===== src/logic/fpu_misc_pkg.sv =====
// shared definitions for the misc double FPU
// field widths, format constants, opcode and fclass enums
// operand class and exception flag structs

package fpu_misc_pkg;

	//////////////////////////////
	// formats
	//////////////////////////////

	localparam int EXP_W      = 11; // double exponent
	localparam int FRAC_W     = 52; // double fraction
	localparam int SGL_EXP_W  = 8;
	localparam int SGL_FRAC_W = 23;

	localparam int BIAS_DIFF = 896; // 1023 - 127

	localparam logic [63:0] CANON_NAN_D = 64'h7ff8000000000000;
	localparam logic [31:0] CANON_NAN_S = 32'h7fc00000;
	localparam logic [31:0] NAN_BOX     = 32'hffffffff; // upper half of a single result

	//////////////////////////////
	// opcodes
	//////////////////////////////

	typedef enum logic [3:0] {
		OP_SGNJ    = 4'd0,
		OP_SGNJN   = 4'd1,
		OP_SGNJX   = 4'd2,
		OP_CLASS   = 4'd3,
		OP_FLE     = 4'd4,
		OP_FLT     = 4'd5,
		OP_FEQ     = 4'd6,
		OP_FMIN    = 4'd7,
		OP_FMAX    = 4'd8,
		OP_CVT_S_D = 4'd9,  // double to single
		OP_CVT_D_S = 4'd10  // single to double
	} fp_op_e;

	// one-hot description of a double operand, plus its sign
	typedef struct packed {
		logic sign;
		logic zero;
		logic subnormal;
		logic normal;
		logic inf;
		logic snan;
		logic qnan;
	} fp_class_t;

	typedef struct packed {
		logic invalid;
		logic overflow;
		logic underflow;
		logic inexact;
	} fp_flags_t;

	// fclass result bit positions, RISC-V order
	typedef enum logic [3:0] {
		CLS_NEG_INF  = 4'd0,
		CLS_NEG_NORM = 4'd1,
		CLS_NEG_SUB  = 4'd2,
		CLS_NEG_ZERO = 4'd3,
		CLS_POS_ZERO = 4'd4,
		CLS_POS_SUB  = 4'd5,
		CLS_POS_NORM = 4'd6,
		CLS_POS_INF  = 4'd7,
		CLS_SNAN     = 4'd8,
		CLS_QNAN     = 4'd9
	} class_bit_e;

endpackage


===== src/logic/fp_stage_if.sv =====
`timescale 1ns/10ps
// stage 1 to stage 2 link of the misc FPU
// one operation, both operands and their classes, valid/ready

interface fp_stage_if;

	logic                    valid;
	logic                    ready;
	fpu_misc_pkg::fp_op_e    op;
	logic [63:0]             opa;
	logic [63:0]             opb;
	fpu_misc_pkg::fp_class_t cls_a; // class of opa as a double
	fpu_misc_pkg::fp_class_t cls_b;

	modport producer (
		output valid,
		output op,
		output opa,
		output opb,
		output cls_a,
		output cls_b,
		input  ready
	);

	modport consumer (
		input  valid,
		input  op,
		input  opa,
		input  opb,
		input  cls_a,
		input  cls_b,
		output ready
	);

endinterface


===== src/logic/fp_compare.sv =====
`timescale 1ns/10ps
// compare and min/max logic of the misc FPU
// fle, flt, feq, fmin, fmax with NaN and signed zero rules

module fp_compare (
	input  fpu_misc_pkg::fp_op_e    op,
	input  logic [63:0]             opa,
	input  logic [63:0]             opb,
	input  fpu_misc_pkg::fp_class_t cls_a,
	input  fpu_misc_pkg::fp_class_t cls_b,
	output logic [63:0]             result,
	output fpu_misc_pkg::fp_flags_t flags
);

	logic a_nan;
	logic b_nan;
	logic any_nan;
	logic any_snan;
	logic both_zero; // +0 and -0 compare equal
	logic mag_lt;
	logic mag_gt;
	logic lt_tot;    // total order, -0 below +0
	logic lt;
	logic eq;

	assign a_nan     = cls_a.snan || cls_a.qnan;
	assign b_nan     = cls_b.snan || cls_b.qnan;
	assign any_nan   = a_nan || b_nan;
	assign any_snan  = cls_a.snan || cls_b.snan;
	assign both_zero = cls_a.zero && cls_b.zero;

	assign mag_lt = opa[62:0] < opb[62:0];
	assign mag_gt = opa[62:0] > opb[62:0];

	// negative values order by falling magnitude
	assign lt_tot = (cls_a.sign != cls_b.sign) ? cls_a.sign : (cls_a.sign ? mag_gt : mag_lt);
	assign lt     = lt_tot && !both_zero;
	assign eq     = (opa == opb) || both_zero;

	always_comb
	begin
		result = '0;
		flags  = '0;
		case (op)
			fpu_misc_pkg::OP_FLE:
			begin
				result[0]     = !any_nan && (lt || eq);
				flags.invalid = any_nan; // signalling compare
			end
			fpu_misc_pkg::OP_FLT:
			begin
				result[0]     = !any_nan && lt;
				flags.invalid = any_nan;
			end
			fpu_misc_pkg::OP_FEQ:
			begin
				result[0]     = !any_nan && eq;
				flags.invalid = any_snan; // quiet compare
			end
			fpu_misc_pkg::OP_FMIN,
			fpu_misc_pkg::OP_FMAX:
			begin
				flags.invalid = any_snan;
				if (a_nan && b_nan)
					result = fpu_misc_pkg::CANON_NAN_D;
				else if (a_nan)
					result = opb; // a lone NaN loses
				else if (b_nan)
					result = opa;
				else if (lt_tot == (op == fpu_misc_pkg::OP_FMIN))
					result = opa;
				else
					result = opb;
			end
			default: ;
		endcase
	end

endmodule


===== src/logic/fp_execute.sv =====
`timescale 1ns/10ps
// stage 2 of the misc FPU pipeline
// result select by opcode, output registers and handshake

module fp_execute (
	input  logic                    clk,
	input  logic                    rst,
	fp_stage_if.consumer            stage,
	output logic                    out_valid,
	input  logic                    out_ready,
	output logic [63:0]             result,
	output fpu_misc_pkg::fp_flags_t flags
);

	logic [63:0]             cmp_result;
	logic [63:0]             fmt_result;
	logic [63:0]             sel_result;
	fpu_misc_pkg::fp_flags_t cmp_flags;
	fpu_misc_pkg::fp_flags_t fmt_flags;
	fpu_misc_pkg::fp_flags_t sel_flags;
	logic                    use_cmp;

	fp_compare i_compare (
		.op     (stage.op),
		.opa    (stage.opa),
		.opb    (stage.opb),
		.cls_a  (stage.cls_a),
		.cls_b  (stage.cls_b),
		.result (cmp_result),
		.flags  (cmp_flags)
	);

	fp_format i_format (
		.op     (stage.op),
		.opa    (stage.opa),
		.opb    (stage.opb),
		.cls_a  (stage.cls_a),
		.result (fmt_result),
		.flags  (fmt_flags)
	);

	always_comb
	begin
		case (stage.op)
			fpu_misc_pkg::OP_FLE,
			fpu_misc_pkg::OP_FLT,
			fpu_misc_pkg::OP_FEQ,
			fpu_misc_pkg::OP_FMIN,
			fpu_misc_pkg::OP_FMAX: use_cmp = 1'b1;
			default:               use_cmp = 1'b0;
		endcase
	end

	assign sel_result  = use_cmp ? cmp_result : fmt_result;
	assign sel_flags   = use_cmp ? cmp_flags : fmt_flags;
	assign stage.ready = !out_valid || out_ready; // empty or draining

	always_ff @(posedge clk)
	begin
		if (rst)
		begin
			out_valid <= 1'b0;
			flags     <= '0;
		end
		else if (stage.ready)
		begin
			out_valid <= stage.valid;
			if (stage.valid)
				flags <= sel_flags;
		end
	end

	always_ff @(posedge clk)
	begin
		if (stage.valid && stage.ready)
			result <= sel_result;
	end

	// held output under back-pressure
	out_hold: assert property (@(posedge clk) disable iff (rst)
		out_valid && !out_ready |=> out_valid && $stable(result) && $stable(flags));

endmodule


===== src/logic/fp_format.sv =====
`timescale 1ns/10ps
// sign injection, fclass mask and single/double conversions
// of the misc FPU, all combinational

module fp_format (
	input  fpu_misc_pkg::fp_op_e    op,
	input  logic [63:0]             opa,
	input  logic [63:0]             opb,
	input  fpu_misc_pkg::fp_class_t cls_a,
	output logic [63:0]             result,
	output fpu_misc_pkg::fp_flags_t flags
);

	logic [fpu_misc_pkg::SGL_EXP_W-1:0]  s_exp;    // single operand in opa[31:0]
	logic [fpu_misc_pkg::SGL_FRAC_W-1:0] s_frac;
	logic [10:0]                         d_exp;    // widened single exponent
	logic [fpu_misc_pkg::SGL_FRAC_W:0]   frac_rnd; // top bit is the carry
	logic signed [12:0]                  sgl_exp;
	fpu_misc_pkg::class_bit_e            cls_idx;

	//////////////////////////////
	// single to double
	//////////////////////////////

	assign s_exp  = opa[fpu_misc_pkg::SGL_FRAC_W +: fpu_misc_pkg::SGL_EXP_W];
	assign s_frac = opa[fpu_misc_pkg::SGL_FRAC_W-1:0];
	assign d_exp  = 11'(s_exp) + 11'(fpu_misc_pkg::BIAS_DIFF);

	//////////////////////////////
	// double to single
	//////////////////////////////

	// round half up on bit 28
	assign frac_rnd = {1'b0, opa[51:29]} + {23'b0, opa[28]};
	assign sgl_exp  = 13'(opa[62:52]) - 13'(fpu_misc_pkg::BIAS_DIFF) + 13'(frac_rnd[23]);

	// fclass bit for opa
	always_comb
	begin
		if (cls_a.snan)
			cls_idx = fpu_misc_pkg::CLS_SNAN;
		else if (cls_a.qnan)
			cls_idx = fpu_misc_pkg::CLS_QNAN;
		else if (cls_a.inf)
			cls_idx = cls_a.sign ? fpu_misc_pkg::CLS_NEG_INF : fpu_misc_pkg::CLS_POS_INF;
		else if (cls_a.normal)
			cls_idx = cls_a.sign ? fpu_misc_pkg::CLS_NEG_NORM : fpu_misc_pkg::CLS_POS_NORM;
		else if (cls_a.subnormal)
			cls_idx = cls_a.sign ? fpu_misc_pkg::CLS_NEG_SUB : fpu_misc_pkg::CLS_POS_SUB;
		else
			cls_idx = cls_a.sign ? fpu_misc_pkg::CLS_NEG_ZERO : fpu_misc_pkg::CLS_POS_ZERO;
	end

	always_comb
	begin
		result = '0;
		flags  = '0;
		case (op)
			fpu_misc_pkg::OP_SGNJ:  result = {opb[63], opa[62:0]};
			fpu_misc_pkg::OP_SGNJN: result = {~opb[63], opa[62:0]};
			fpu_misc_pkg::OP_SGNJX: result = {opa[63] ^ opb[63], opa[62:0]};
			fpu_misc_pkg::OP_CLASS: result = 64'd1 << cls_idx;
			fpu_misc_pkg::OP_CVT_D_S:
			begin
				if (&s_exp && |s_frac)
				begin
					result        = fpu_misc_pkg::CANON_NAN_D;
					flags.invalid = !s_frac[22];
				end
				else if (&s_exp)
					result = {opa[31], 11'h7ff, 52'b0};
				else if (s_exp == '0)
					result = {opa[31], 63'b0}; // single subnormals flush to zero
				else
					result = {opa[31], d_exp, s_frac, 29'b0};
			end
			fpu_misc_pkg::OP_CVT_S_D:
			begin
				result[63:32] = fpu_misc_pkg::NAN_BOX;
				if (cls_a.snan || cls_a.qnan)
				begin
					result[31:0]  = fpu_misc_pkg::CANON_NAN_S;
					flags.invalid = cls_a.snan;
				end
				else if (cls_a.inf)
					result[31:0] = {opa[63], 8'hff, 23'b0};
				else if (cls_a.zero)
					result[31:0] = {opa[63], 31'b0};
				else if (cls_a.subnormal || sgl_exp <= 13'sd0)
				begin
					result[31:0]    = {opa[63], 31'b0}; // too small for a single
					flags.underflow = 1'b1;
					flags.inexact   = 1'b1;
				end
				else if (sgl_exp >= 13'sd255)
				begin
					result[31:0]   = {opa[63], 8'hff, 23'b0};
					flags.overflow = 1'b1;
					flags.inexact  = 1'b1;
				end
				else
				begin
					result[31:0]  = {opa[63], sgl_exp[7:0], frac_rnd[22:0]};
					flags.inexact = |opa[28:0]; // dropped fraction bits
				end
			end
			default: ;
		endcase
	end

endmodule


===== src/logic/fp_unpack.sv =====
`timescale 1ns/10ps
// stage 1 of the misc FPU pipeline
// input handshake, operation registers, double operand classification

module fp_unpack (
	input  logic                 clk,
	input  logic                 rst,
	input  logic                 in_valid,
	output logic                 in_ready,
	input  fpu_misc_pkg::fp_op_e op,
	input  logic [63:0]          opa,
	input  logic [63:0]          opb,
	fp_stage_if.producer         stage
);

	logic                    take; // input handshake fires this cycle
	fpu_misc_pkg::fp_class_t cls_a_in;
	fpu_misc_pkg::fp_class_t cls_b_in;

	// sort a double into exactly one class
	function automatic fpu_misc_pkg::fp_class_t classify(input logic [63:0] x);
		fpu_misc_pkg::fp_class_t c;
		logic exp_max;
		logic exp_zero;
		logic frac_zero;
		exp_max   = &x[fpu_misc_pkg::FRAC_W +: fpu_misc_pkg::EXP_W];
		exp_zero  = ~|x[fpu_misc_pkg::FRAC_W +: fpu_misc_pkg::EXP_W];
		frac_zero = ~|x[fpu_misc_pkg::FRAC_W-1:0];
		c.sign      = x[63];
		c.zero      = exp_zero && frac_zero;
		c.subnormal = exp_zero && !frac_zero;
		c.normal    = !exp_zero && !exp_max;
		c.inf       = exp_max && frac_zero;
		// quiet bit is the top fraction bit
		c.snan      = exp_max && !frac_zero && !x[fpu_misc_pkg::FRAC_W-1];
		c.qnan      = exp_max && x[fpu_misc_pkg::FRAC_W-1];
		return c;
	endfunction

	// free slot, or the held item leaves this cycle
	assign in_ready = !stage.valid || stage.ready;
	assign take     = in_valid && in_ready;

	assign cls_a_in = classify(opa);
	assign cls_b_in = classify(opb);

	always_ff @(posedge clk)
	begin
		if (rst)
			stage.valid <= 1'b0;
		else if (in_ready)
			stage.valid <= in_valid;
	end

	// payload only
	always_ff @(posedge clk)
	begin
		if (take)
		begin
			stage.op    <= op;
			stage.opa   <= opa;
			stage.opb   <= opb;
			stage.cls_a <= cls_a_in;
			stage.cls_b <= cls_b_in;
		end
	end

	// a stalled item stays put until stage 2 takes it
	payload_hold: assert property (@(posedge clk) disable iff (rst)
		stage.valid && !stage.ready |=> stage.valid
			&& $stable({stage.op, stage.opa, stage.opb, stage.cls_a, stage.cls_b}));

endmodule


===== src/logic/fpu_misc_top.sv =====
`timescale 1ns/10ps
// top level of the misc double FPU
// two stage pipeline with valid/ready on both sides

module fpu_misc_top (
	input  logic                    clk,
	input  logic                    rst,
	input  logic                    in_valid,
	output logic                    in_ready,
	input  fpu_misc_pkg::fp_op_e    op,
	input  logic [63:0]             opa,
	input  logic [63:0]             opb,
	output logic                    out_valid,
	input  logic                    out_ready,
	output logic [63:0]             result,
	output fpu_misc_pkg::fp_flags_t flags
);

	fp_stage_if i_stage ();

	// stage 1 registers and classifies
	fp_unpack i_unpack (
		.clk      (clk),
		.rst      (rst),
		.in_valid (in_valid),
		.in_ready (in_ready),
		.op       (op),
		.opa      (opa),
		.opb      (opb),
		.stage    (i_stage.producer)
	);

	// stage 2 selects and registers the result
	fp_execute i_execute (
		.clk       (clk),
		.rst       (rst),
		.stage     (i_stage.consumer),
		.out_valid (out_valid),
		.out_ready (out_ready),
		.result    (result),
		.flags     (flags)
	);

endmodule


===== config.mk =====
export PLATFORM = sky130hd
export DESIGN_NAME = fpu_misc_top
export DESIGN_NICKNAME = d
export VERILOG_FILES = /design/src/logic/fpu_misc_pkg.sv /design/src/logic/fp_stage_if.sv /design/src/logic/fp_compare.sv /design/src/logic/fp_execute.sv /design/src/logic/fp_format.sv /design/src/logic/fp_unpack.sv /design/src/logic/fpu_misc_top.sv
export SDC_FILE = /design/constraint.sdc
export NUM_CORES = 1
export LEC_CHECK = 0
export ABC_CLOCK_PERIOD_IN_PS = 4000
export BUFFER_PORTS_ARGS = -buffer_cell sky130_fd_sc_hd__buf_2
export CAP_MARGIN = 10
export CORE_UTILIZATION = 51
export DETAILED_ROUTE_END_ITERATION = 10
export PLACE_DENSITY = 0.87
export SYNTH_ARGS = -nofsm -noshare
export SYNTH_HDL_FRONTEND = slang
export SYNTH_SLANG_ARGS = --single-unit

===== constraint.sdc =====
create_clock -name clk -period 4 [get_ports clk]
set_input_delay 0.2 -clock clk [delete_from_list [all_inputs] [get_ports clk]]
set_output_delay 0.2 -clock clk [all_outputs]
set_load 0.005 [all_outputs]

==> impl_summary.md, run 1 <==
Run status
The run finished with clean final reports.

Setup path
The endpoint required time on the critical path is 4.25 ns. The startpoint identified for the worst register-to-register timing path is i_unpack.stage.opa[4]$_DFFE_PP_. The number of cells on the worst reg-to-reg path is 12. In this run the worst setup path begins at i_unpack.stage.opa[4]$_DFFE_PP_. The setup slack of the worst register-to-register path is 0.09 ns. The worst register-to-register path ends at i_execute.result[18]$_DFFE_PP_.

Data on the critical path arrives at its endpoint at 4.15 ns. Along the worst path, the maximum fanout reaches 40. The worst setup path is launched from a register. The worst setup path is captured at a register. The critical path in this run is classified as register to register. The timing endpoint of the critical path is i_execute.result[18]$_DFFE_PP_.

Global routing
The busiest layer in global routing is met2. Global routing consumed, on the met1 layer, 45.6% of the routing resources. The global-route wire length before repair is 57100 um.

Global routing used 34.0% of the available tracks across all layers. The initial antenna violation count was 0. The via count of the first global-routing pass was 9979. The pin count of the biggest net entering global routing is 77. The global-route track usage on met2 is 53.6%. The remaining global-route overflow is 0. The met3 demand-to-capacity share in global routing is 7.14%.

Route
After detailed routing, the number of vias per cell comes to 6.25. The first detailed-routing pass ran for 7 iterations. After the first detailed-routing iteration, the DRC count stood at 1486. Dividing the detail-routed wire length by the instance count gives 23.3 um.

The DRC violations left is 0. The detailed router placed 10500 vias in this run. The final layout contains routed wiring with a total length of 39100 um. Once detail routing completed, the nets flagged for antenna violations numbered 0.

Synthesis
Averaged over all synthesized cells, the footprint is 11.7 um^2. The share of synthesized flip-flops with an asynchronous set or reset is 0%. The number of enable flip-flop cells after synthesis is 205.

The post-synth net total is 1169. The post-synthesis cell count is 964. Of the post-synthesis cell area, the dominant cell type holds 54.5%. edfxtp_1 takes more of the synthesized area than any other cell.

Sorting the synthesized cells by area gives the leading types as edfxtp_1, ha_1, a221o_2. The most used flip-flop cell after synthesis is edfxtp_1. Summing the sequential cell areas from Yosys gives 55.6% of the chip area. The summed instance area of the synthesized netlist is 11300 um^2. The synthesized design contains 211 register bits. The count of different cell masters after synthesis is 63. Ranked by instance count, the synthesized netlist is headed by edfxtp_1, nand2_1, inv_1, ha_1, nor2_1.

The number of warnings issued by yosys is 0. The most numerous cell in the Yosys netlist is edfxtp_1.

Power and ir drop
The power density of the placed cells is 363 nW/um^2. The total leakage power is 6.32 nW. The worst-case IR drop observed on VDD is 0.332 mV.

Clock network
After clock tree synthesis, the clock-pin slew on the worst setup and hold paths is 0.06 ns. The number of buffers inserted during clock tree synthesis is 22. The insertion delay to the later sink of the worst-skew pair is 0.51 ns. The clock sink total is 211. In this run the clock root is driven by a clkbuf_16. CTS built an H-tree with a depth of 1. The number of buffers on the longest clock path is 3. TritonCTS built the clock tree.

Die
The floorplan die width is 151 um. The vertical die dimension is 151 um. The full die area is 22700 um^2. The effective utilization at floorplan is 51.9%.

The I/O pin count is 206. After floorplanning, the core was divided into 54 placement rows. The area of the core is 21800 um^2.

STA
The hold violation total from the final report is 0. The highest attainable clock frequency is 256 MHz. The final clock period utilization by the worst path is 97.6%. Subtracting the final worst setup slack from the clock period gives 3.91 ns.

The accumulated negative setup slack is 0 ns. Setup violations remaining at the end of the flow were counted as 0. The worst setup slack after layout is 0.0943 ns. On the final layout, the worst clock skew is 0.0122 ns. The slew at the pin closest to its max-slew limit is 1.09 ns. The count of pins over their slew limit is 0. The worst pin sits at a relative slew slack of 26.8%.

Layout
The share of final-layout standard cells stronger than drive strength 1 is 29.0%. The net total in the final layout is 1588. Relative to the synthesized area, the layout overhead comes to 36.0%.

Placed design
The number of I/O port buffers is 205. At the placement stage, the worst setup path has a slack of 0.145 ns. The wire-length estimate of the detail-placed layout is 27200 um. The congestion estimate from routability-driven global placement came to 1.00.

Job
The max-cap violation count is 0.

Hold path
The worst hold path belongs to the class primary input to register.
==> layer usage <==
metal / share of wire [%] / vias up
li1: - / 4612
met3: 13 / 155
met2: 44 / 834
met4: 5.0 / 0
met5: 0 / -
met1: 38 / 4895
==> worst min-delay path by stage <==
| stage | startpoint | end | slack [ns] | depth (start not counted) |
|---|---|---|---|---|
| after CTS | op[1] | i_unpack.stage.op[1]$_DFFE_PP_ | 0.39 | 2 |
| after floorplan | rst | i_execute.flags[0]$_SDFFE_PP0P_ | 0.27 | 1 |
| after global routing | opa[63] | i_unpack.stage.cls_a[6]$_DFFE_PP_ | 0.40 | 2 |
| final | opb[63] | i_unpack.stage.cls_b[6]$_DFFE_PP_ | 0.40 | 2 |
| after detailed placement | opb[63] | i_unpack.stage.cls_b[6]$_DFFE_PP_ | 0.38 | 1 |
| after global placement | opb[63] | i_unpack.stage.cls_b[6]$_DFFE_PP_ | 0.38 | 1 |
==> timing repair <==
action | in CTS | in global routing
resized for setup | 0 | 7
endpoints found under the setup margin | 0 | 52
endpoints found under the hold margin | 138 | 0
hold buffers | 136 | 0
setup buffers | 0 | 2
==> cells in the final DEF, fill, tap and decap left out, types with 4 or more instances in the layout <==
master         synthesis  final
or2_2                  9      9
nor2b_1                6      6
nor4_1                49     48
o21ai_0               25     25
buf_2                  4    205
nor3_1                23     21
buf_4                  0     78
nor2_1                58     58
nand2b_1               5      5
a31o_2                 9      9
nand3_1               19     19
a211o_1                4      4
dfxtp_1                6      6
ha_1                  69     69
xnor2_1               19     18
and2_1                 8      7
and3_1                 8      7
a21oi_1               47     47
o211ai_1              14     14
and4_1                 6      6
a221o_1               12     12
xor2_1                14     14
nand4_1               35     35
nand2_1               87     87
dlygate4sd3_1          0    136
clkinv_1               0      7
o22ai_1               12     12
clkbuf_16              0     23
a211oi_1               4      4
buf_12                 0      8
clkbuf_1              21      5
inv_1                 79     78
nor3b_1                5      5
edfxtp_1             205    205
a221o_2               49     49
==> kinds of logic (layout without fill, tap and decap cells) <==
| family | Yosys count | after routing | synth area share (%) |
|---|---|---|---|
| multiplexers | 2 | 2 | 0.177 |
| adder cells (fa/ha/maj) | 69 | 69 | 7.65 |
| buffers and inverters | 111 | 546 | 4.20 |
| AND/OR/NAND/NOR | 329 | 329 | 14.9 |
| XOR/XNOR | 34 | 34 | 2.80 |
| other | 0 | 1 | 0 |
| AO/OA/AOI/OAI | 208 | 208 | 14.7 |
| flip-flops | 211 | 211 | 55.6 |
==> worst max-delay path: stages (launching register included) <==
cell	delay [ns]
edfxtp_1	0.52
ha_1	0.39
a211oi_2	0.21
nor2_1	0.08
o31a_1	0.24
o41a_1	0.51
o41ai_2	0.38
o21bai_4	0.22
mux2i_1	0.23
buf_4	0.16
o21ai_4	0.07
buf_12	0.19
a221o_2	0.42
==> report_power, final <==
part	internal, W	switching [W]
logic	0.000406	0.000443
registers	0.00258	0.000105
clock network	0.00117	0.000864
==> area by class of cell <==
type	count	area, um^2
antenna	1	2.50
clock buffer	28	594
clock inverter	12	101
fill	1457	6400
inverter	79	297
multi-input combinational	642	4600
sequential	211	6280
tap	280	350
timing repair buffer	427	3130
==> through the flow <==
step | total power, W | std cells | instance area [um^2] | util, % | hold WS [ns]
floorplan | 0.00306 | 964 | 11300 | - | 0.269
detailed placement | 0.00343 | 1501 | 13200 | 60.8 | 0.378
finish | 0.00557 | 1680 | 15400 | 70.6 | 0.403
global placement | 0.00341 | 1501 | 13200 | 60.8 | 0.379
global route | 0.00571 | 1679 | 15400 | 70.6 | 0.395
CTS | 0.00552 | 1677 | 15300 | 70.3 | 0.387
==> state kept, by name, indices dropped and copies added (netlist names) <==
signal	flops
i_unpack.stage.cls_b	4
i_unpack.stage.valid	1
i_execute.flags	4
i_unpack.stage.op	4
i_unpack.stage.opb	63
i_execute.result	64
i_unpack.stage.opa	63
i_unpack.stage.cls_a	7
i_execute.out_valid	1
(Power assumes the default switching activity.)
==> inputs of run 2 (changes only) <==
PLACE_DENSITY = 0.8   (was 0.87)
==> impl_summary.md, run 2 (synthesis gave the netlist of run 1 again) <==
Clock network
CTS built an H-tree with a depth of 1. The clock net in this run drives a total of 211 sinks. The number of buffers on the longest clock path is 3. The CTS tree is built. The clock transition at the registers of the reported paths is 0.06 ns. The cell sitting at the root of the clock tree is a clkbuf_16. The number of buffers inserted during clock tree synthesis is 23.

The insertion delay to the later sink of the worst-skew pair is 0.52 ns.

Global routing
The first global-routing pass estimated 55600 um of wire. The initial antenna violation count is 0. The remaining global-route overflow is 0. The all-layer global routing usage is 33.0%. The via count of the first global-routing pass is 9791. The pin count of the biggest net entering global routing is 142.

The fraction of met1 tracks used by global routing is 45.6%. In the global route stage, met2 resource usage came out at 52.9%. The busiest layer in global routing is met2. Global routing consumed, on the met3 layer, 5.57% of the routing resources.

Layout
After the last flow step, the layout net total stands at 1581. Summing all non-filler instances in the final layout gives an area of 15300 um^2. In the final layout, the share of cells above drive strength 1 is 28.7%. The area growth from synthesis to layout is 35.7%.

In the layout the commonest cells are edfxtp_1, buf_2, dlygate4sd3_1. Measured on the finished design, the core utilization comes to 70.4%. The area used by multi-input combinational logic is 4630 um^2. The number of antenna diodes in the final layout is 0. The most flop-heavy register is i_execute.result. The largest registers in the layout are i_execute.result x64, i_unpack.stage.opa x63, i_unpack.stage.opb x63. Counting the fill cells in the layout gives 1511. The register with the most flip-flops in the layout has 64 of them. The flip-flop and latch area is 6280 um^2.

Setup path
The endpoint required time on the critical path is 4.24 ns. STA classifies the critical path endpoint as a register. The startpoint class of the critical path is a register. In this run the worst path has a maximum fanout of 22. Data on the critical path arrives at its endpoint at 4.11 ns. Across all register-to-register paths, the minimum setup slack is 0.14 ns. The timing startpoint of the critical path is i_unpack.stage.opa[4]$_DFFE_PP_. The worst register-to-register path ends at i_execute.result[45]$_DFFE_PP_. The startpoint of the lowest-slack register-to-register path is i_unpack.stage.opa[4]$_DFFE_PP_.

The worst register-to-register path has a depth of 12. By startpoint and endpoint, the worst setup path is classified as register to register.

STA
The count of pins over their slew limit is 0. Setup violations remaining at the end of the flow were counted as 0. The max-slew headroom at the worst pin is 26.3%. At the pin with the least slew margin, the transition time is 1.10 ns. Static timing analysis puts the maximum clock frequency at 259 MHz. The post-route clock skew is 0.0269 ns. The hold violation total from the final report is 0. Subtracting the final worst setup slack from the clock period gives 3.86 ns.

In the finished design, the share of the clock period the worst path needs comes to 96.6%.

Die
For this configuration, the core starts out at a cell density of 51.9%. The vertical die dimension is 151 um. The floorplan step defined a die boundary enclosing 22700 um^2.

Row generation in the floorplan step produced 54 rows. The I/O pin count is 206. The floorplan die width is 151 um. The core region is 21800 um^2.

Hold path
For hold timing, the worst endpoint is i_unpack.stage.op[3]$_DFFE_PP_. The worst hold path passes through 2 cells. The startpoint identified for the worst hold timing path is op[3].

The min-delay analysis places its worst path in the category primary input to register.

Route
Detailed routing inserted a total of 10300 vias. The vias per cell is 6.19. Dividing the detail-routed wire length by the instance count gives 22.9 um. The first-pass iteration count of the detailed router is 6.

The wire length after detailed routing is 38300 um. The post-detailed-route count of antenna-violating nets is 0. The DRC violations left is 0. In this run, the number of DRC markers left after iteration 0 of detailed routing was 1214.

Placed design
At the end of routability-driven placement, the weighted congestion stood at 0.948. The number of I/O port buffers is 205. The total half-perimeter wirelength after legalization and detailed placement is 26800 um. The placement-stage cell area is 13100 um^2.

Job
The tool flagged a number of max-cap violations equal to 0.

Power and ir drop
The power density of the placed cells is 367 nW/um^2. The peak supply drop is 0.262 mV. The total leakage power is 6.29 nW. The total design power is 0.00563 W.

Run status
The run finished with clean final reports.
==> run 2: cell types whose count changed in the layout (fill, tap and decap cells not counted), moves of 2 or more <==
cell and change:
a31oi_1 +2, a31oi_2 -2, buf_12 -2, buf_4 -6
==> run 2: critical path, stage by stage (launching register included) <==
cell	delay, ns
edfxtp_1	0.48
ha_1	0.37
a211oi_2	0.21
nor2_1	0.07
o31a_1	0.24
o41a_1	0.52
o41ai_4	0.39
o21bai_4	0.25
mux2i_1	0.22
buf_4	0.15
o21ai_4	0.08
buf_12	0.18
a221o_2	0.42
==> run 2: through the flow <==
step                setup TNS (ns)  cells  hold slack (ns)  worst slack, ns
finish                           0   1671            0.394            0.138
floorplan                        0    964            0.269           0.0451
global placement                 0   1491            0.380           0.0945
detailed placement          -0.100   1491            0.378          -0.0371
global route               -0.0911   1671            0.385          -0.0241
CTS                              0   1667            0.383           0.0158
==> run 2: repair_timing <==
| item | 4_1_cts | 5_1_grt |
|---|---|---|
| setup buffers | 0 | 4 |
| resized for setup | 2 | 9 |
| hold buffers | 136 | 0 |
| setup endpoints to repair | 8 | 52 |
| endpoints found under the hold margin | 138 | 0 |
| pin swaps | 0 | 6 |
==> run 2: layer usage <==
layer	up-vias	routed length, um
li1	4591	-
met2	707	17500
met5	-	0
met3	98	4000
met4	0	1310
met1	4949	15500
==> run 2: how the worst max path moves through the flow <==
stage	cells past startpoint	to	slack, ns
finish	12	i_execute.result[45]$_DFFE_PP_	0.14
global placement	12	i_execute.result[33]$_DFFE_PP_	0.09
floorplan	16	i_execute.result[5]$_DFFE_PP_	0.05
CTS	16	i_execute.result[25]$_DFFE_PP_	0.02
global route	16	i_execute.result[25]$_DFFE_PP_	-0.02
detailed placement	16	i_execute.result[0]$_DFFE_PP_	-0.04
==> run 2: cell type report <==
| type | instances | share of cell area [%] |
|---|---|---|
| clock buffers | 27 | 3.85 |
| clock inverters | 13 | 0.858 |
| inverters | 79 | 1.94 |
| multi-input cells | 642 | 30.2 |
| flip-flops and latches | 211 | 41.0 |
| well taps | 280 | 2.29 |
| repair buffers | 419 | 19.9 |
==> run 2: power breakdown <==
part | total, W | switching, W | internal (W)
clock network | 0.00211 | 0.000868 | 0.00124
logic | 0.000837 | 0.000439 | 0.000398
registers | 0.00268 | 0.000101 | 0.00258
total | 0.00563 | 0.00141 | 0.00422
